--- config.mk ---
export PLATFORM = sky130hd
export DESIGN_NAME = sd_card_init_top
export DESIGN_NICKNAME = d
export VERILOG_FILES = /design/src/source/sd_pkg.sv /design/src/source/sd_cmd_if.sv /design/src/source/sd_sclk_gen.sv /design/src/source/sd_init_sequencer.sv /design/src/source/sd_spi_engine.sv /design/src/source/sd_block_assembler.sv /design/src/source/sd_card_init_top.sv
export VERILOG_INCLUDE_DIRS = /design/src /design/src/source
export SDC_FILE = /design/constraint.sdc
export NUM_CORES = 1
export LEC_CHECK = 0
export BUFFER_PORTS_ARGS = -buffer_cell sky130_fd_sc_hd__buf_4
export CAP_MARGIN = 5
export CORE_MARGIN = 1
export CORE_UTILIZATION = 25
export DETAILED_ROUTE_END_ITERATION = 6
export GPL_TIMING_DRIVEN = 0
export PLACE_DENSITY = 0.36
export SETUP_SLACK_MARGIN = 0.1
export SYNTH_ARGS = -nofsm -noshare
export SYNTH_HDL_FRONTEND = slang
export SYNTH_HIERARCHICAL = 1
export SYNTH_SLANG_ARGS = --single-unit
--- constraint.sdc ---
create_clock -name clk -period 3.53 [get_ports clk]
set_clock_uncertainty 0.15 [all_clocks]
set_input_delay 0.5295 -clock clk [delete_from_list [all_inputs] [get_ports clk]]
set_output_delay 0.5295 -clock clk [all_outputs]
set_load 0.1 [all_outputs]
--- src/source/sd_macros.svh ---
`ifndef SD_MACROS_SVH
`define SD_MACROS_SVH

// command frame length in bits
`define SD_FRAME_BITS 48
// R1 and R3/R7 response lengths
`define SD_R1_BITS 8
`define SD_R3_BITS 40

// one data block
`define SD_BLOCK_BYTES 512

// attempts for CMD0, and again for ACMD41
`define SD_RETRY_LIMIT 10
// rising edges to wait for a response start bit
`define SD_RESP_TIMEOUT 100
// bytes to wait for the start block token
`define SD_TOKEN_TIMEOUT 1000

`define SD_DATA_TOKEN 8'hFE
`define SD_CHECK_PATTERN 8'hAA
// slow sclk rising edges with cs high after reset
`define SD_POWERUP_CYCLES 80

`endif

--- src/source/sd_pkg.sv ---
`include "sd_macros.svh"

package sd_pkg;

  // full command frame, first bit sent is the msb
  typedef logic [`SD_FRAME_BITS-1:0] sd_frame_t;
  // response, left aligned, first received bit in the msb
  typedef logic [`SD_R3_BITS-1:0] sd_resp_t;
  typedef logic [5:0] sd_cmd_idx_t;
  typedef logic [31:0] sd_arg_t;
  typedef logic [`SD_R1_BITS-1:0] sd_r1_t;
  typedef logic [7:0] sd_byte_t;
  typedef logic [9:0] sd_bit_cnt_t;

  // sequencer states
  // each issue state is directly followed by its wait state
  typedef enum logic [4:0] {
    seq_powerup,
    seq_cmd0,
    seq_cmd0_wait,
    seq_cmd8,
    seq_cmd8_wait,
    seq_cmd58a,
    seq_cmd58a_wait,
    seq_cmd55,
    seq_cmd55_wait,
    seq_acmd41,
    seq_acmd41_wait,
    seq_cmd58b,
    seq_cmd58b_wait,
    seq_cmd16,
    seq_cmd16_wait,
    seq_cmd17,
    seq_cmd17_wait,
    seq_done,
    seq_error
  } sd_seq_state_t;

endpackage

--- src/source/sd_cmd_if.sv ---
`timescale 1ns/1ps

interface sd_cmd_if import sd_pkg::*; ();

  // command request, held from cmd_start until cmd_done
  logic        cmd_start;
  sd_cmd_idx_t cmd_idx;
  sd_arg_t     cmd_arg;
  sd_bit_cnt_t resp_len;
  logic        want_block;
  // chip select request
  logic        cs_active;

  // engine status
  logic        busy;
  logic        cmd_done;
  sd_resp_t    resp;
  logic        resp_timeout;

  modport seq (
    output cmd_start, cmd_idx, cmd_arg, resp_len, want_block, cs_active,
    input  busy, cmd_done, resp, resp_timeout
  );

  modport eng (
    input  cmd_start, cmd_idx, cmd_arg, resp_len, want_block, cs_active,
    output busy, cmd_done, resp, resp_timeout
  );

endinterface

--- src/source/sd_sclk_gen.sv ---
`timescale 1ns/1ps

module sd_sclk_gen #(
  parameter int slow_div = 125,
  parameter int fast_div = 2
) (
  input  logic clk,
  input  logic rst_n,
  input  logic fast_sel,
  output logic sd_sclk,
  output logic sclk_rise,
  output logic sclk_fall
);

  localparam int max_div = (slow_div > fast_div) ? slow_div : fast_div;
  localparam int cnt_w = $clog2(max_div + 1);

  logic [cnt_w-1:0] cnt;
  // half period in use, reloaded on every toggle
  logic [cnt_w-1:0] cur_div;
  logic             toggle;

  assign toggle = (cnt == cur_div - 1'b1);

  always_ff @(posedge clk or negedge rst_n) begin
    if (!rst_n) begin
      cnt       <= '0;
      cur_div   <= cnt_w'(slow_div);
      sd_sclk   <= 1'b0;
      sclk_rise <= 1'b0;
      sclk_fall <= 1'b0;
    end else begin
      sclk_rise <= 1'b0;
      sclk_fall <= 1'b0;
      if (toggle) begin
        cnt       <= '0;
        sd_sclk   <= ~sd_sclk;
        // strobe matches the new sclk level
        sclk_rise <= ~sd_sclk;
        sclk_fall <= sd_sclk;
        // rate change lands here only
        cur_div   <= fast_sel ? cnt_w'(fast_div) : cnt_w'(slow_div);
      end else begin
        cnt <= cnt + 1'b1;
      end
    end
  end

endmodule

--- src/source/sd_init_sequencer.sv ---
`timescale 1ns/1ps
`include "sd_macros.svh"

module sd_init_sequencer import sd_pkg::*; (
  input  logic       clk,
  input  logic       rst_n,
  input  logic       sclk_rise,
  sd_cmd_if.seq      link,
  output logic       fast_sel,
  output logic       init_done,
  output logic       init_error,
  output logic       card_high_capacity
);

  sd_seq_state_t state;
  sd_bit_cnt_t   pwr_cnt;
  logic [3:0]    retry_cnt;
  sd_r1_t        r1;

  // status byte sits at the top of the left aligned response
  assign r1 = link.resp[`SD_R3_BITS-1 -: `SD_R1_BITS];

  // command fields follow the state, stable through the wait state
  always_comb begin
    link.cmd_idx    = 6'd0;
    link.cmd_arg    = '0;
    link.resp_len   = sd_bit_cnt_t'(`SD_R1_BITS);
    link.want_block = 1'b0;
    case (state)
      seq_cmd8, seq_cmd8_wait: begin
        // 2.7-3.6 V plus check pattern
        link.cmd_idx  = 6'd8;
        link.cmd_arg  = {20'h0, 4'h1, `SD_CHECK_PATTERN};
        link.resp_len = sd_bit_cnt_t'(`SD_R3_BITS);
      end
      seq_cmd58a, seq_cmd58a_wait, seq_cmd58b, seq_cmd58b_wait: begin
        link.cmd_idx  = 6'd58;
        link.resp_len = sd_bit_cnt_t'(`SD_R3_BITS);
      end
      seq_cmd55, seq_cmd55_wait: link.cmd_idx = 6'd55;
      seq_acmd41, seq_acmd41_wait: begin
        // hcs set, high capacity host
        link.cmd_idx = 6'd41;
        link.cmd_arg = 32'h4000_0000;
      end
      seq_cmd16, seq_cmd16_wait: begin
        link.cmd_idx = 6'd16;
        link.cmd_arg = `SD_BLOCK_BYTES;
      end
      seq_cmd17, seq_cmd17_wait: begin
        // block 0
        link.cmd_idx    = 6'd17;
        link.want_block = 1'b1;
      end
      default: ;
    endcase
  end

  always_ff @(posedge clk or negedge rst_n) begin
    if (!rst_n) begin
      state              <= seq_powerup;
      pwr_cnt            <= '0;
      retry_cnt          <= '0;
      link.cmd_start     <= 1'b0;
      link.cs_active     <= 1'b0;
      fast_sel           <= 1'b0;
      init_done          <= 1'b0;
      init_error         <= 1'b0;
      card_high_capacity <= 1'b0;
    end else begin
      link.cmd_start <= 1'b0;
      case (state)
        seq_powerup: begin
          // card needs 74+ clocks with cs high
          if (sclk_rise) begin
            if (pwr_cnt == `SD_POWERUP_CYCLES - 1) begin
              link.cs_active <= 1'b1;
              state          <= seq_cmd0;
            end else begin
              pwr_cnt <= pwr_cnt + 1'b1;
            end
          end
        end
        seq_cmd0, seq_cmd8, seq_cmd58a, seq_cmd55, seq_acmd41,
        seq_cmd58b, seq_cmd16, seq_cmd17: begin
          if (!link.busy) begin
            link.cmd_start <= 1'b1;
            state          <= sd_seq_state_t'(state + 1'b1);
          end
        end
        seq_done, seq_error: ;
        default: begin
          // wait states, judge the response
          if (link.cmd_done) begin
            if (link.resp_timeout) begin
              state <= seq_error;
            end else begin
              case (state)
                seq_cmd0_wait: begin
                  if (r1 == 8'h01) begin
                    state <= seq_cmd8;
                  end else if (retry_cnt == `SD_RETRY_LIMIT - 1) begin
                    state <= seq_error;
                  end else begin
                    retry_cnt <= retry_cnt + 1'b1;
                    state     <= seq_cmd0;
                  end
                end
                seq_cmd8_wait: begin
                  retry_cnt <= '0;
                  // 05 is illegal command, a v1 card
                  if (r1 == 8'h05 || (r1 == 8'h01 && link.resp[15:8] == 8'h01 &&
                      link.resp[7:0] == `SD_CHECK_PATTERN)) begin
                    state <= seq_cmd58a;
                  end else begin
                    state <= seq_error;
                  end
                end
                seq_cmd58a_wait: state <= seq_cmd55;
                seq_cmd55_wait: state <= seq_acmd41;
                seq_acmd41_wait: begin
                  if (r1 == 8'h00) begin
                    state <= seq_cmd58b;
                  end else if (r1 == 8'h01 && retry_cnt != `SD_RETRY_LIMIT - 1) begin
                    retry_cnt <= retry_cnt + 1'b1;
                    state     <= seq_cmd55;
                  end else begin
                    state <= seq_error;
                  end
                end
                seq_cmd58b_wait: begin
                  // ocr bit 30, ccs
                  card_high_capacity <= link.resp[30];
                  fast_sel           <= 1'b1;
                  state              <= seq_cmd16;
                end
                seq_cmd16_wait: state <= (r1 == 8'h00) ? seq_cmd17 : seq_error;
                seq_cmd17_wait: state <= (r1 == 8'h00) ? seq_done : seq_error;
                default: state <= seq_error;
              endcase
            end
          end
        end
      endcase
      // final levels, release the card
      if (state == seq_done) begin
        init_done      <= 1'b1;
        link.cs_active <= 1'b0;
      end
      if (state == seq_error) begin
        init_error     <= 1'b1;
        link.cs_active <= 1'b0;
      end
    end
  end

endmodule

--- src/source/sd_spi_engine.sv ---
`timescale 1ns/1ps
`include "sd_macros.svh"

module sd_spi_engine import sd_pkg::*; (
  input  logic  clk,
  input  logic  rst_n,
  input  logic  sclk_rise,
  input  logic  sclk_fall,
  input  logic  sd_miso,
  input  logic  block_complete,
  sd_cmd_if.eng link,
  output logic  sd_mosi,
  output logic  sd_cs_n,
  output logic  data_bit,
  output logic  data_bit_valid,
  output logic  block_start
);

  // bits covered by the crc, start bits to argument
  localparam int crc_span = `SD_FRAME_BITS - 8;
  localparam int crc_tail = 16;

  typedef enum logic [2:0] {
    eng_idle,
    eng_send,
    eng_resp,
    eng_token,
    eng_data,
    eng_crc
  } eng_state_t;

  eng_state_t  state;
  sd_frame_t   frame_sh;
  logic [6:0]  crc;
  logic [6:0]  crc_next;
  sd_bit_cnt_t bit_cnt;
  sd_bit_cnt_t wait_cnt;
  logic        rx_started;
  sd_byte_t    tok_sh;
  sd_byte_t    tok_byte;

  // serial crc7, x^7 + x^3 + 1
  function automatic logic [6:0] crc7_step(input logic [6:0] crc_in, input logic din);
    logic fb;
    fb = din ^ crc_in[6];
    return {crc_in[5:3], crc_in[2] ^ fb, crc_in[1:0], fb};
  endfunction

  assign crc_next = crc7_step(crc, frame_sh[`SD_FRAME_BITS-1]);
  assign tok_byte = {tok_sh[6:0], sd_miso};

  always_ff @(posedge clk or negedge rst_n) begin
    if (!rst_n) begin
      state             <= eng_idle;
      frame_sh          <= '1;
      crc               <= '0;
      bit_cnt           <= '0;
      wait_cnt          <= '0;
      rx_started        <= 1'b0;
      tok_sh            <= '1;
      sd_mosi           <= 1'b1;
      sd_cs_n           <= 1'b1;
      data_bit          <= 1'b0;
      data_bit_valid    <= 1'b0;
      block_start       <= 1'b0;
      link.busy         <= 1'b0;
      link.cmd_done     <= 1'b0;
      link.resp         <= '1;
      link.resp_timeout <= 1'b0;
    end else begin
      sd_cs_n        <= ~link.cs_active;
      link.cmd_done  <= 1'b0;
      data_bit_valid <= 1'b0;
      block_start    <= 1'b0;
      case (state)
        eng_idle: begin
          if (link.cmd_start) begin
            // crc field zero until filled in after bit 39
            frame_sh          <= {2'b01, link.cmd_idx, link.cmd_arg, 7'h00, 1'b1};
            crc               <= '0;
            bit_cnt           <= '0;
            wait_cnt          <= '0;
            rx_started        <= 1'b0;
            link.resp         <= '1;
            link.resp_timeout <= 1'b0;
            link.busy         <= 1'b1;
            state             <= eng_send;
          end
        end
        eng_send: begin
          // mosi changes on the falling edge
          if (sclk_fall) begin
            sd_mosi <= frame_sh[`SD_FRAME_BITS-1];
            bit_cnt <= bit_cnt + 1'b1;
            if (bit_cnt < crc_span) begin
              crc <= crc_next;
            end
            if (bit_cnt == crc_span - 1) begin
              // crc, end bit, then idle ones
              frame_sh <= {crc_next, {(`SD_FRAME_BITS - 7){1'b1}}};
            end else begin
              frame_sh <= {frame_sh[`SD_FRAME_BITS-2:0], 1'b1};
            end
            if (bit_cnt == `SD_FRAME_BITS - 1) begin
              bit_cnt <= '0;
              state   <= eng_resp;
            end
          end
        end
        eng_resp: begin
          if (sclk_rise) begin
            // response starts with a zero bit
            if (rx_started || !sd_miso) begin
              rx_started                                <= 1'b1;
              link.resp[(`SD_R3_BITS - 1) - bit_cnt] <= sd_miso;
              bit_cnt                                   <= bit_cnt + 1'b1;
              if (bit_cnt == link.resp_len - 1'b1) begin
                bit_cnt  <= '0;
                wait_cnt <= '0;
                if (link.want_block) begin
                  state <= eng_token;
                end else begin
                  link.cmd_done <= 1'b1;
                  link.busy     <= 1'b0;
                  state         <= eng_idle;
                end
              end
            end else if (wait_cnt == `SD_RESP_TIMEOUT - 1) begin
              link.resp_timeout <= 1'b1;
              link.cmd_done     <= 1'b1;
              link.busy         <= 1'b0;
              state             <= eng_idle;
            end else begin
              wait_cnt <= wait_cnt + 1'b1;
            end
          end
        end
        eng_token: begin
          // byte aligned search for the start block token
          if (sclk_rise) begin
            tok_sh  <= tok_byte;
            bit_cnt <= bit_cnt + 1'b1;
            if (bit_cnt == 7) begin
              bit_cnt <= '0;
              if (tok_byte == `SD_DATA_TOKEN) begin
                block_start <= 1'b1;
                state       <= eng_data;
              end else if (wait_cnt == `SD_TOKEN_TIMEOUT - 1) begin
                link.resp_timeout <= 1'b1;
                link.cmd_done     <= 1'b1;
                link.busy         <= 1'b0;
                state             <= eng_idle;
              end else begin
                wait_cnt <= wait_cnt + 1'b1;
              end
            end
          end
        end
        eng_data: begin
          // a rise landing with block_complete is already the first crc bit
          if (block_complete) begin
            bit_cnt <= sd_bit_cnt_t'(sclk_rise);
            state   <= eng_crc;
          end else if (sclk_rise) begin
            data_bit       <= sd_miso;
            data_bit_valid <= 1'b1;
          end
        end
        eng_crc: begin
          // data crc clocked through, not checked
          if (sclk_rise) begin
            bit_cnt <= bit_cnt + 1'b1;
            if (bit_cnt == crc_tail - 1) begin
              link.cmd_done <= 1'b1;
              link.busy     <= 1'b0;
              state         <= eng_idle;
            end
          end
        end
        default: state <= eng_idle;
      endcase
    end
  end

endmodule

--- src/source/sd_block_assembler.sv ---
`timescale 1ns/1ps
`include "sd_macros.svh"

module sd_block_assembler import sd_pkg::*; (
  input  logic     clk,
  input  logic     rst_n,
  input  logic     data_bit,
  input  logic     data_bit_valid,
  input  logic     block_start,
  output sd_byte_t block_byte,
  output logic     block_byte_valid,
  output logic     block_complete
);

  // first seven bits of the current byte, msb first
  logic [6:0]  byte_sh;
  logic [2:0]  bit_cnt;
  sd_bit_cnt_t byte_cnt;
  logic        active;

  always_ff @(posedge clk or negedge rst_n) begin
    if (!rst_n) begin
      bit_cnt          <= '0;
      byte_cnt         <= '0;
      active           <= 1'b0;
      block_byte_valid <= 1'b0;
      block_complete   <= 1'b0;
    end else begin
      block_byte_valid <= 1'b0;
      block_complete   <= 1'b0;
      if (block_start) begin
        bit_cnt  <= '0;
        byte_cnt <= '0;
        active   <= 1'b1;
      end else if (active && data_bit_valid) begin
        bit_cnt <= bit_cnt + 1'b1;
        if (bit_cnt == 3'd7) begin
          block_byte_valid <= 1'b1;
          byte_cnt         <= byte_cnt + 1'b1;
          // last byte of the block
          if (byte_cnt == `SD_BLOCK_BYTES - 1) begin
            block_complete <= 1'b1;
            active         <= 1'b0;
          end
        end
      end
    end
  end

  // byte data path
  always_ff @(posedge clk) begin
    if (active && data_bit_valid) begin
      byte_sh <= {byte_sh[5:0], data_bit};
      if (bit_cnt == 3'd7) begin
        block_byte <= {byte_sh, data_bit};
      end
    end
  end

endmodule

--- src/source/sd_card_init_top.sv ---
`timescale 1ns/1ps

module sd_card_init_top import sd_pkg::*; #(
  parameter int slow_div = 125,
  parameter int fast_div = 2
) (
  input  logic     clk,
  input  logic     rst_n,
  input  logic     sd_miso,
  output logic     sd_sclk,
  output logic     sd_mosi,
  output logic     sd_cs_n,
  output logic     init_done,
  output logic     init_error,
  output logic     card_high_capacity,
  output sd_byte_t block_byte,
  output logic     block_byte_valid
);

  logic sclk_rise;
  logic sclk_fall;
  logic fast_sel;
  logic data_bit;
  logic data_bit_valid;
  logic block_start;
  logic block_complete;

  // sequencer to engine command link
  sd_cmd_if link ();

  sd_sclk_gen #(
    .slow_div(slow_div),
    .fast_div(fast_div)
  ) u_sclk_gen (
    .clk      (clk),
    .rst_n    (rst_n),
    .fast_sel (fast_sel),
    .sd_sclk  (sd_sclk),
    .sclk_rise(sclk_rise),
    .sclk_fall(sclk_fall)
  );

  sd_init_sequencer u_sequencer (
    .clk               (clk),
    .rst_n             (rst_n),
    .sclk_rise         (sclk_rise),
    .link              (link.seq),
    .fast_sel          (fast_sel),
    .init_done         (init_done),
    .init_error        (init_error),
    .card_high_capacity(card_high_capacity)
  );

  sd_spi_engine u_engine (
    .clk           (clk),
    .rst_n         (rst_n),
    .sclk_rise     (sclk_rise),
    .sclk_fall     (sclk_fall),
    .sd_miso       (sd_miso),
    .block_complete(block_complete),
    .link          (link.eng),
    .sd_mosi       (sd_mosi),
    .sd_cs_n       (sd_cs_n),
    .data_bit      (data_bit),
    .data_bit_valid(data_bit_valid),
    .block_start   (block_start)
  );

  sd_block_assembler u_assembler (
    .clk             (clk),
    .rst_n           (rst_n),
    .data_bit        (data_bit),
    .data_bit_valid  (data_bit_valid),
    .block_start     (block_start),
    .block_byte      (block_byte),
    .block_byte_valid(block_byte_valid),
    .block_complete  (block_complete)
  );

endmodule

=== After elaboration in Yosys (flattened, before gate mapping) ===
Cells that the tools add are included.

* Flip-flop bits (word level): 207
* Logic and storage cells: 327

* Order comparisons: 3
* Add/subtract/negate cells: 11
* Bitwise operators: 9
* Eq/ne operators: 69
* Muxes and demuxes: 145
* Reductions and logical operators: 53

{| class="wikitable"
|+ Operators with widths
! cell !! number
|-
| $mux 10 || 21
|-
| $mux 48 || 3
|-
| $mux 40 || 3
|-
| $pmux 48 s2 || 1
|-
| $pmux 31 s3 || 1
|-
| $pmux 40 s2 || 1
|-
| $mux 1 || 62
|-
| $pmux 10 s6 || 1
|-
| $mux 5 || 11
|-
| $mux 3 || 16
|-
| $add 10x1->10 const B || 4
|-
| $bwmux 40 || 1
|-
| $eq 5x4->1 const B || 8
|-
| $pmux 5 s8 || 1
|-
| $pmux 6 s6 || 1
|-
| $mux 7 || 5
|-
| $ge 32x1->1 const B || 1
|-
| $lt 32x7->1 const B || 1
|-
| $pmux 10 s3 || 1
|-
| $ne 2x2->1 const B || 13
|-
| $reduce_and 12->1 || 2
|-
| $eq 10x6->1 const B || 2
|-
| $eq 10x7->1 const B || 2
|-
| $eq 5x3->1 const B || 4
|-
| 63 further kinds || 124
|}

=== Logic depth before layout (Yosys ltp) ===
Gate-level depths: netlist of run 1.

* Word-level depth: 9
* Mapped depth: 14
* Depth with buffers taken out: 12

=== Cells and area by module ===
The synthesis of run 1 kept the hierarchy.

{| class="wikitable"
|+ By module, submodules not included
! module !! times used !! cells each !! seq. area each (sq um) !! area each (sq um)
|-
| sd_spi_engine || 1 || 792 || 3448.3 || 7214.4
|-
| sd_init_sequencer || 1 || 256 || 625.6 || 2202.1
|-
| sd_block_assembler || 1 || 91 || 850.8 || 1204.9
|-
| sd_sclk_gen || 1 || 51 || 301.5 || 590.6
|}

=== Least setup slack after synthesis of run 1 ===
No wires, ideal clock.

* Path kind: flip-flop to flip-flop
* Start point: reg u_sequencer.state[0]
* End point: reg u_engine.wait_cnt[3]
* Setup time: 0.119 ns
* Path buffers: 2
* Cell stages (with the launch flop): 15
* Period minus slack after synthesis: 3.480 ns
* Slack: 0.050 ns
* Data required time: 3.261 ns
* Arrival time: 3.211 ns
* Cells stage by stage: dfrtp_1 inv_1 ha_1 clkbuf_1 nand2_1 a211oi_1 or3_1 xor2_1 a21oi_1 o2111ai_1 a2111oi_4 a211oi_2 or2_0 buf_2 o21a_1

* Cells in the longest elaborated chain, start to end: 7
* Elaborated cells on any way between the ends: 12
* Classes of those cells: 1 x add/sub; 8 x eq/ne; 1 x mux; 2 x reduce/logical

{| class="wikitable"
|+ RTL lines
! element !! line !! text
|-
| start: declaration || sd_init_sequencer.sv:15 || <nowiki>sd_seq_state_t state;</nowiki>
|-
| start signal: assignment || sd_init_sequencer.sv:61 || <nowiki>state <= seq_powerup;</nowiki>
|-
| start signal: assignment || sd_init_sequencer.sv:78 || <nowiki>state <= seq_cmd0;</nowiki>
|-
| start signal: assignment || sd_init_sequencer.sv:88 || <nowiki>state <= sd_seq_state_t'(state + 1'b1);</nowiki>
|-
| $eq 5x3->1 (tied with other cells) || sd_init_sequencer.sv:29 || <nowiki>case (state)</nowiki>
|-
| $reduce_or 6->1 (no source line) * || -- ||
|-
| $mux 6 * || sd_init_sequencer.sv:29 ||
|-
| via link.resp_len[5] || sd_cmd_if.sv:9 || <nowiki>sd_bit_cnt_t resp_len;</nowiki>
|-
| $sub 6x1->7 * || sd_spi_engine.sv:117 || <nowiki>if (bit_cnt == link.resp_len - 1'b1) begin</nowiki>
|-
| $eq 10x10->1 * || sd_spi_engine.sv:117 ||
|-
| $ne 3x3->1 (no source line) * || -- ||
|-
| $reduce_and 9->1 (no source line) * || -- ||
|-
| end signal: assignment || sd_spi_engine.sv:134 || <nowiki>wait_cnt <= wait_cnt + 1'b1;</nowiki>
|-
| end signal: assignment || sd_spi_engine.sv:154 || <nowiki>wait_cnt <= wait_cnt + 1'b1;</nowiki>
|-
| end: declaration || sd_spi_engine.sv:37 || <nowiki>sd_bit_cnt_t wait_cnt;</nowiki>
|}

Mark *: on every way through the listed nets, which the timed path passes. The rest lies on a longest branch.
A chain may end at the register's enable or synchronous reset.

=== Worst setup path in the final report of run 1 ===
* Start point: reg u_sequencer.state[1]
* End point: reg u_engine.wait_cnt[3]

Same word-level chain as after synthesis.

==> impl_metrics.py, run 1 <==
metrics = {
    "run_status": {
        "outcome": "finished clean",
    },
    "grt": {
        "grtUsageTotal_pct": 13.5,
        "antenna_found_initial": 0,
        "grt_max_degree": 102,
        "grt_remaining_overflow": 0,
        "grt_pass1_wl_um": 46400,
        "grt_pass1_vias": 8401,
    },
    "final_layout": {
        "layout_commonest_cell": "nor2_1",
        "mostFrequentLayoutCells": "113 x nor2_1, 109 x nand2_1, 89 x dfrtp_1",
        "utilization_pct": 30.3,
        "antennaDiodeCount": 0,
        "fin_nets": 1243,
        "area_delta_synth_final_pct": 18.2,
        "drive_gt1_share_pct": 22.1,
        "fin_cells": 1766,
    },
    "synthesis": {
        "syn-cell-area_um2": 10600,
        "synth_warnings": 6,
        "synthCells": 1129,
        "avgSynthCellArea_um2": 9.37,
    },
    "critical_path": {
        "rr_startpoint": "u_sequencer/state[1]$_DFFE_PN0P_",
        "crit_required_ns": 3.72,
        "path_common_cell": "buf_6",
        "r2r_slack_ns": 0.13,
        "cp.arrival_ns": 3.59,
        "slowest_delay_ns": 0.47,
        "critical_path_buf_inv_count": 4,
        "worst-r2r-cell-count": 15,
        "worstPathCellList": "inv_2 -> ha_4 -> buf_6 -> mux2i_4 -> nor3_4 -> or3_4 -> xor2_4 -> a21oi_2 -> o2111ai_2 -> a2111oi_4 -> buf_4 -> a211oi_4 -> or2_1 -> buf_6 -> o21a_1",
        "crit_fanout": 8,
        "path_delay_family": "compound AO/OA/AOI/OAI gates",
        "cp-start-kind": "flop",
        "rr_endpoint": "u_engine/wait_cnt[3]$_DFFE_PN0P_",
        "critPathKind": "reg2reg",
        "endpoint_kind": "flop",
        "critPathSlowestCell": "or3_4",
    },
    "cts": {
        "path_clk_slew_ns": 0.07,
        "cts_buffers": 17,
        "cts_tree": "done",
        "insertion_delay_ns": 0.46,
        "cts_buffer_depth": 2,
        "cts.htree.levels": 4,
        "cts_root_buffer": "clkbuf_16",
        "cts_sinks": 186,
    },
    "route": {
        "drt-pass1-iter-count": 4,
        "antenna_left": 0,
        "first_iter_violations": 500,
        "totalWireLength_um": 28200,
        "vias": 8391,
        "viasPerCell": 4.75,
        "wire_per_inst_um": 16.0,
        "drc": 0,
    },
    "sta": {
        "timing_max_transition_violations_final": 0,
        "finalSetupViolations": 0,
        "postLayoutSetupSlackWorst_ns": 0.132,
        "relSlewSlack_pct": 22.9,
        "period_share_pct": 96.3,
        "rsz0062_at_grt": "yes",
        "hold_viol": 0,
        "period_needed_ns": 3.40,
        "whs_ns": 0.272,
        "worst_pin_slew_ns": 1.15,
        "max_freq_mhz": 294,
    },
    "hold_path": {
        "holdCritStartpoint": "u_assembler/byte_sh[6]$_DFFE_PP_",
        "holdPathStages": 0,
        "whs_endpoint": "u_assembler/block_byte[7]$_DFFE_PP_",
        "hp-class": "reg2reg",
    },
    "floorplan": {
        "core_area_um2": 41300,
        "fp.dieH_um": 208,
        "die_w_um": 208,
        "floorplan.initialDensity_pct": 25.6,
        "die_area_um2": 43100,
        "io_pins": 18,
        "rows": 74,
    },
    "placement": {
        "io_buffers": 17,
        "pre_cts_slack_ns": -0.989,
        "dp.cells": 1711,
        "dp_hpwl_um": 19600,
        "place_congestion": 0.790,
    },
    "power_and_ir_drop": {
        "ir_drop_v": 0.000206,
        "power.density_nw_per_um2": 409,
        "leakagePower_nw": 5.13,
        "total_power_mw": 5.12,
    },
    "flow_run": {
        "drv_cap": 0,
    },
}
[metrics by stage]
stage               setup TNS [ns]  cell area (um2)
finish                           0            12500
global route               -0.0434            12500
CTS                              0            12300
detailed placement          -19.20            11500
global placement            -18.24            11500
floorplan                        0            10700
[routing by layer]
| layer | GRT usage [%] | share of wire (%) | vias up |
|---|---|---|---|
| met4 | 4.04 | 1.2 | 0 |
| met2 | 21.9 | 47 | 67 |
| met5 | 0 | 0 | - |
| met3 | 2.81 | 2.3 | 16 |
| li1 | - | - | 4194 |
| met1 | 18.0 | 50 | 4114 |
[timing repair]
action / CTS / global route
cloned: 0 / 1
resized for setup: 19 / 30
setup endpoints to repair: 24 / 22
hold endpoints to repair: 1 / 0
setup buffers: 7 / 14
pin swaps: 3 / 7
hold buffers: 1 / 0
[layout make-up]
cell class              count  area (um2)
fillers                  4367       28800
multi-input cells         839        5290
flip-flops and latches    186        4830
well taps                 532         666
plain buffers             104         613
clock buffers              18         439
repair buffers             41         355
clock inverters            14         185
inverters                  32         120
[how the worst max path moves through the flow]
stage	start	endpoint	slack, ns	cells past startpoint
after floorplan	u_sequencer/state[3]$_DFFE_PN0P_	u_engine/wait_cnt[3]$_DFFE_PN0P_	0.18	12
after global routing	u_sequencer/state[1]$_DFFE_PN0P_	u_engine/wait_cnt[3]$_DFFE_PN0P_	-0.02	15
after CTS	u_sequencer/state[2]$_DFFE_PN0P_	u_engine/wait_cnt[3]$_DFFE_PN0P_	0.10	14
after detailed placement	u_sequencer/state[0]$_DFFE_PN0P_	u_engine/bit_cnt[8]$_DFFE_PN0P_	-0.99	14
after global placement	u_sequencer/state[0]$_DFFE_PN0P_	u_engine/bit_cnt[8]$_DFFE_PN0P_	-0.93	14
final	u_sequencer/state[1]$_DFFE_PN0P_	u_engine/wait_cnt[3]$_DFFE_PN0P_	0.13	15
[worst reg2reg max path, stage by stage (launching register included)]
cell and delay (ns):
dfrtp_1 0.41, inv_2 0.07, ha_4 0.16, buf_6 0.13
mux2i_4 0.18, nor3_4 0.08, or3_4 0.47, xor2_4 0.19
a21oi_2 0.13, o2111ai_2 0.15, a2111oi_4 0.33, buf_4 0.20
a211oi_4 0.08, or2_1 0.26, buf_6 0.14, o21a_1 0.18
[state kept, by name, indices dropped and copies added (netlist names), 4 cells and up]
signal,cells
u_assembler/byte_sh,7
u_sequencer/state,5
u_sequencer/pwr_cnt,10
u_sequencer/retry_cnt,4
u_engine/wait_cnt,10
u_assembler/byte_cnt,10
u_sclk_gen/cnt,7
u_engine/tok_sh,7
u_engine/crc,7
u_engine/bit_cnt,10
u_engine/frame_sh,47
u_engine/link.resp,25
u_assembler/block_byte,8
[power by group]
part / internal [mW] / leakage (nW) / switching [mW]
Clock: 1.15 / 0.302 / 0.939
Sequential: 2.19 / 2.14 / 0.0212
Combinational: 0.271 / 2.69 / 0.548
No activity file was read; power rests on OpenSTA's default activity.
==> run 2, diff against run 1 <==
Settings changed: SYNTH_HIERARCHICAL 1 to default.
==> run 2 against run 1 <==
  * Sequential share of layout area up 5.9 points
  * Combinational power down 94%
  * Global-route usage fell by 0.14 points
  * Total power decreased by 19%
  * Register-to-register slack better by 0.15 ns
  * First-iteration DRC count decreased by 9.2%
  * Maximum frequency rose by 4.7%
  * Clock power decreased by 8%
  * Highest routed layer unchanged
==> impl_metrics.py, run 2 <==
metrics = {
    "sta": {
        "period_needed_ns": 3.25,
        "postLayoutSetupSlackWorst_ns": 0.283,
        "timing_max_transition_violations_final": 0,
        "hold_viol": 0,
        "finalSetupViolations": 0,
        "max_freq_mhz": 308,
        "whs_ns": 0.231,
        "fin_setup_tns_ns": 0,
        "relSlewSlack_pct": 10.8,
        "period_share_pct": 92.0,
        "worst_pin_slew_ns": 1.32,
        "rsz0062_at_grt": "no",
    },
    "synthesis": {
        "synth.area.top_cells": "dfrtp_1 24%, dfstp_2 23%, nand2_1 5.1%",
        "synthCells": 946,
        "avgSynthCellArea_um2": 9.95,
        "ys_seq_elements": 186,
        "synth_common_cells": "127 x nand2_1, 89 x dfrtp_1, 82 x dfstp_2",
        "synth_warnings": 0,
        "async_reset_ff_share_pct": 91.9,
        "synth_top_cell_area_share_pct": 23.7,
        "ys_types": 74,
        "synth-edff-count": 15,
        "synth_most_common_cell": "nand2_1",
        "syn-cell-area_um2": 9420,
        "synth_nets": 967,
        "synth-main-ff-cell": "dfrtp_1",
        "yosysSeqAreaShare_pct": 51.3,
        "yosysTopAreaCell": "dfrtp_1",
    },
    "final_layout": {
        "area_delta_synth_final_pct": 15.2,
        "fin_nets": 1006,
        "antennaDiodeCount": 0,
        "regMostFlops": "u_engine.frame_sh",
        "mostFrequentLayoutCells": "127 x nand2_1, 89 x dfrtp_1, 82 x dfstp_2",
        "layout_commonest_cell": "nand2_1",
        "largestRegisters": "u_engine.frame_sh x47, u_engine.link.resp x25",
        "regArea_um2": 4830,
        "drive_gt1_share_pct": 18.6,
        "multi_input_area_um2": 4350,
        "num-fill-cells": 3904,
        "largest_reg_flops": 47,
    },
    "cts": {
        "cts_buffers": 17,
        "cts_tree": "done",
        "cts_buffer_depth": 2,
        "cts.htree.levels": 4,
        "path_clk_slew_ns": 0.07,
        "cts_sinks": 186,
        "insertion_delay_ns": 0.45,
        "cts_root_buffer": "clkbuf_16",
    },
    "critical_path": {
        "worstSetupStartpoint": "u_sequencer.state[2]$_DFFE_PN0P_",
        "cp.arrival_ns": 3.48,
        "crit_fanout": 10,
        "critPathKind": "reg2reg",
        "rr_startpoint": "u_sequencer.state[2]$_DFFE_PN0P_",
        "cp-start-kind": "flop",
        "endpoint_kind": "flop",
        "crit_required_ns": 3.76,
    },
    "run_status": {
        "outcome": "finished clean",
    },
    "grt": {
        "grt_pass1_vias": 7125,
        "grt_remaining_overflow": 0,
        "grt_pass1_wl_um": 40400,
        "antenna_found_initial": 0,
        "grtUsageTotal_pct": 13.4,
        "grt_max_degree": 107,
    },
    "power_and_ir_drop": {
        "ir_drop_v": 0.000235,
        "p_int_mw": 3.22,
        "power.density_nw_per_um2": 380,
        "combPwrFrac_pct": 1.3,
        "p_switching_mw": 0.907,
        "switching_share_pct": 22.0,
        "seqPwrFrac_pct": 52.3,
        "clkPwrFrac_pct": 46.4,
        "leakagePower_nw": 4.38,
    },
    "route": {
        "wire_per_inst_um": 16.5,
        "drc": 0,
        "totalWireLength_um": 24800,
        "antenna_left": 0,
        "vias": 7104,
        "first_iter_violations": 454,
        "drt-pass1-iter-count": 5,
        "viasPerCell": 4.73,
    },
    "floorplan": {
        "die_area_um2": 38400,
        "fp.dieH_um": 196,
        "die_w_um": 196,
        "core_area_um2": 36900,
        "rows": 70,
        "floorplan.initialDensity_pct": 25.5,
        "io_pins": 18,
    },
    "flow_run": {
        "drv_cap": 0,
    },
    "placement": {
        "place_congestion": 0.797,
        "io_buffers": 17,
        "dp_hpwl_um": 16800,
        "pre_cts_slack_ns": -0.204,
    },
    "hold_path": {
        "holdCritStartpoint": "u_sequencer.link.cs_active$_DFFE_PN0P_",
        "hp-class": "reg2reg",
    },
}
## run 2: final timing paths
| path | end | slack (ns) | depth (start not counted) |
|---|---|---|---|
| worst max-delay path | u_sequencer.retry_cnt[2]$_DFFE_PN0P_ | 0.28 | 10 |
| min in group asynchronous | u_assembler.byte_cnt[0]$_DFFE_PN0P_ | 0.49 | 2 |
| worst min-delay path | u_engine.sd_cs_n$_DFF_PN1_ | 0.23 | 1 |
| max in group asynchronous | u_engine.sd_cs_n$_DFF_PN1_ | 1.78 | 3 |
| worst max register to register | u_sequencer.retry_cnt[2]$_DFFE_PN0P_ | 0.28 | 10 |
| worst min register to register | u_engine.sd_cs_n$_DFF_PN1_ | 0.23 | 1 |
## run 2: metal layers
layer | track usage [%] | part of all wire [%] | up-vias
met2 | 20.7 | 46 | 74
met3 | 2.46 | 2.0 | 20
met1 | 18.7 | 51 | 3505
li1 | - | - | 3505
met4 | 4.54 | 1.5 | 0
met5 | 0 | 0 | -
## run 2: logic make-up after synthesis
logic type / synth area share [%]
compound gates: 16.4
buf+inv: 2.90
simple gates: 20.8
flops: 51.3
xor+xnor: 2.51
mux: 3.69
fa+ha+maj: 2.39
## run 2: power groups by stage
stage | registers [mW] | logic (mW) | clock network [mW]
after floorplan | 2.20 | 0.00288 | 0
after global routing | 2.16 | 0.0618 | 2.09
final | 2.16 | 0.0519 | 1.92
after CTS | 2.16 | 0.0569 | 2.00
after detailed placement | 2.20 | 0.0557 | 0
after global placement | 2.20 | 0.0510 | 0
## run 2: critical path, cell delays in order, from the launching register on
cell and delay (ns):
dfrtp_1 0.35, buf_2 0.17, clkbuf_2 0.21, buf_2 0.23
and3_1 0.19, ha_1 0.27, a221oi_4 0.28, or4b_4 0.56
or3_1 0.44, nor3b_1 0.21, a21o_1 0.11
## run 2: area by class of cell
cell class              instances  share of cell area [%]
flip-flops and latches        186                    44.6
multi-input cells             692                    40.1
well taps                     504                    5.82
clock buffers                  23                    4.51
plain buffers                  47                    1.81
repair buffers                 20                    1.66
clock inverters                 9                   0.808
inverters                      21                   0.727
## run 2: stage by stage
step                      total power [mW]  area [um2]  instances  util, %
final                                 4.13       10800       1502     29.4
after global routing                  4.30       10800       1502     29.4
after CTS                             4.22       10800       1501     29.3
after detailed placement              2.25       10200       1468     27.7
after global placement                2.25       10200       1467     27.6
after floorplan                       2.20        9420        946        -
## run 2: timing repair
item / CTS / global route
hold endpoints to repair: 46 / 0
hold buffers: 1 / 0
gates resized for setup: 4 / 6
setup endpoints to repair: 5 / 18
setup buffers: 0 / 1
==> run 3, diff against run 2 <==
Settings changed: BUFFER_PORTS_ARGS -buffer_cell sky130_fd_sc_hd__buf_4 to -buffer_cell sky130_fd_sc_hd__buf_2.
==> run 3 against run 2 <==
  * Global-route usage rose by 0.068 points
  * Hold slack gained 0.0071 ns
  * Design area rose by 0.38%
  * Routed wire length down 0.77%
  * Sequential share of layout area fell by 0.17 points
  * Core utilization increased by 0.11 points
  * Setup slack worse by 0.018 ns
  * Sequential cell count did not move
  * Highest routed layer unchanged
==> impl_metrics.py, run 3 (synthesized netlist as in run 2, its figures left out) <==
metrics = {
    "grt": {
        "grtUsageTotal_pct": 13.4,
        "grt_remaining_overflow": 0,
        "grt_pass1_vias": 7320,
        "met1_usage_pct": 18.6,
        "grt_util_met2_pct": 21.3,
        "grt_pass1_wl_um": 40800,
        "busiest_layer": "met2",
        "met3_usage_pct": 2.61,
        "grt_max_degree": 64,
        "antenna_found_initial": 0,
    },
    "cts": {
        "cts_buffers": 17,
        "cts_buffer_depth": 2,
        "cts_root_buffer": "clkbuf_16",
        "cts_tree": "done",
        "cts_sinks": 186,
        "post_cts_buffers": 0,
        "cts.htree.levels": 4,
        "insertion_delay_ns": 0.45,
        "path_clk_slew_ns": 0.07,
    },
    "final_layout": {
        "area_delta_synth_final_pct": 15.6,
        "antennaDiodeCount": 0,
        "regMostFlops": "u_engine.frame_sh",
        "fin_nets": 1006,
        "largest_reg_flops": 47,
        "mostFrequentLayoutCells": "127 x nand2_1, 89 x dfrtp_1, 82 x dfstp_2",
        "num-fill-cells": 3875,
        "largestRegisters": "u_engine.frame_sh x47, u_engine.link.resp x25",
        "drive_gt1_share_pct": 18.9,
        "layout_commonest_cell": "nand2_1",
        "fin_cells": 1502,
    },
    "critical_path": {
        "rr_endpoint": "u_sequencer.retry_cnt[2]$_DFFE_PN0P_",
        "cp-start-kind": "flop",
        "endpoint_kind": "flop",
        "path_delay_family": "simple AND/OR/NAND/NOR gates",
        "path_common_cell": "buf_2",
        "crit_required_ns": 3.76,
        "worstSetupStartpoint": "u_sequencer.state[2]$_DFFE_PN0P_",
        "cp-endpoint": "u_sequencer.retry_cnt[2]$_DFFE_PN0P_",
        "critPathSlowestCell": "or4b_4",
        "critPathKind": "reg2reg",
        "r2r_slack_ns": 0.27,
        "cp.arrival_ns": 3.50,
        "worst-r2r-cell-count": 10,
        "critical_path_buf_inv_count": 3,
        "crit_fanout": 10,
        "rr_startpoint": "u_sequencer.state[2]$_DFFE_PN0P_",
        "slowest_delay_ns": 0.57,
        "crit_cells": 10,
        "worstPathCellList": "buf_2 -> clkbuf_2 -> buf_2 -> and3_1 -> ha_1 -> a221oi_4 -> or4b_4 -> or3_1 -> nor3b_1 -> a21o_1",
    },
    "route": {
        "first_iter_violations": 406,
        "vias": 7190,
        "totalWireLength_um": 24600,
        "drt-pass1-iter-count": 5,
        "antenna_left": 0,
        "drc": 0,
        "viasPerCell": 4.79,
        "wire_per_inst_um": 16.4,
    },
    "sta": {
        "finalSetupViolations": 0,
        "period_needed_ns": 3.26,
        "rsz0062_at_grt": "no",
        "whs_ns": 0.239,
        "hold_viol": 0,
        "worst_pin_slew_ns": 1.23,
        "relSlewSlack_pct": 16.9,
        "timing_max_transition_violations_final": 0,
        "max_freq_mhz": 306,
        "postLayoutSetupSlackWorst_ns": 0.266,
        "period_share_pct": 92.5,
    },
    "floorplan": {
        "rows": 70,
        "io_pins": 18,
        "die_w_um": 196,
        "floorplan.initialDensity_pct": 25.5,
        "core_area_um2": 36900,
        "die_area_um2": 38400,
        "fp.dieH_um": 196,
    },
    "run_status": {
        "outcome": "finished clean",
    },
    "placement": {
        "pre_cts_slack_ns": -0.185,
        "place_congestion": 0.801,
        "io_buffers": 17,
        "dp_hpwl_um": 17100,
        "dp.cells": 1469,
    },
    "power_and_ir_drop": {
        "power.density_nw_per_um2": 394,
        "leakagePower_nw": 4.41,
        "ir_drop_v": 0.000279,
        "total_power_mw": 4.29,
    },
    "flow_run": {
        "drv_cap": 0,
    },
    "hold_path": {
        "hp-class": "reg2reg",
    },
}
==> run 3: worst min path at each step <==
| stage | startpoint | to | slack (ns) | depth (start not counted) |
|---|---|---|---|---|
| 6_report | u_sequencer.link.cs_active$_DFFE_PN0P_ | u_engine.sd_cs_n$_DFF_PN1_ | 0.24 | 1 |
| 5_1_grt | u_sequencer.link.cs_active$_DFFE_PN0P_ | u_engine.sd_cs_n$_DFF_PN1_ | 0.27 | 1 |
| 4_1_cts | u_sequencer.link.cs_active$_DFFE_PN0P_ | u_engine.sd_cs_n$_DFF_PN1_ | 0.25 | 1 |
| 3_5_place_dp | u_sequencer.link.cs_active$_DFFE_PN0P_ | u_engine.sd_cs_n$_DFF_PN1_ | 0.24 | 1 |
| 3_3_place_gp | u_sequencer.link.cs_active$_DFFE_PN0P_ | u_engine.sd_cs_n$_DFF_PN1_ | 0.23 | 1 |
| 2_1_floorplan | rst_n | u_assembler.active$_DFFE_PN0P_ | 0.08 | 0 |
==> run 3: report_power, final <==
part / switching [mW] / internal [mW]
registers: 0.000682 / 2.16
logic: 0.0450 / 0.0105
clock network: 0.930 / 1.15
total: 0.976 / 3.31
==> run 3: cell type report <==
cell class	count	area, um2	share of cell area, %
buffer	47	196	1.80
clock buffer	19	475	4.37
clock inverter	13	153	1.40
inverter	21	78.8	0.724
multi-input combinational	692	4360	40.0
sequential	186	4830	44.4
tap	504	631	5.79
timing repair buffer	20	160	1.47
==> run 3: metal layers <==
| metal | up-vias | share of wire (%) |
|---|---|---|
| met5 | - | 0 |
| met1 | 3584 | 50 |
| li1 | 3508 | - |
| met3 | 17 | 2.3 |
| met4 | 0 | 1.2 |
| met2 | 81 | 47 |
==> run 3: through the flow <==
stage	instance area [um2]	util, %	setup TNS [ns]
final	10900	29.5	0
after CTS	10900	29.4	0
after global placement	10100	27.5	-133.23
after detailed placement	10200	27.7	-0.185
after floorplan	9420	-	0
after global routing	10900	29.5	0
==> run 3: repair_timing <==
item                                    CTS  global route
endpoints found under the setup margin    3            29
hold buffers                              1             0
hold endpoints to repair                 34             0
resized for setup                         3             9
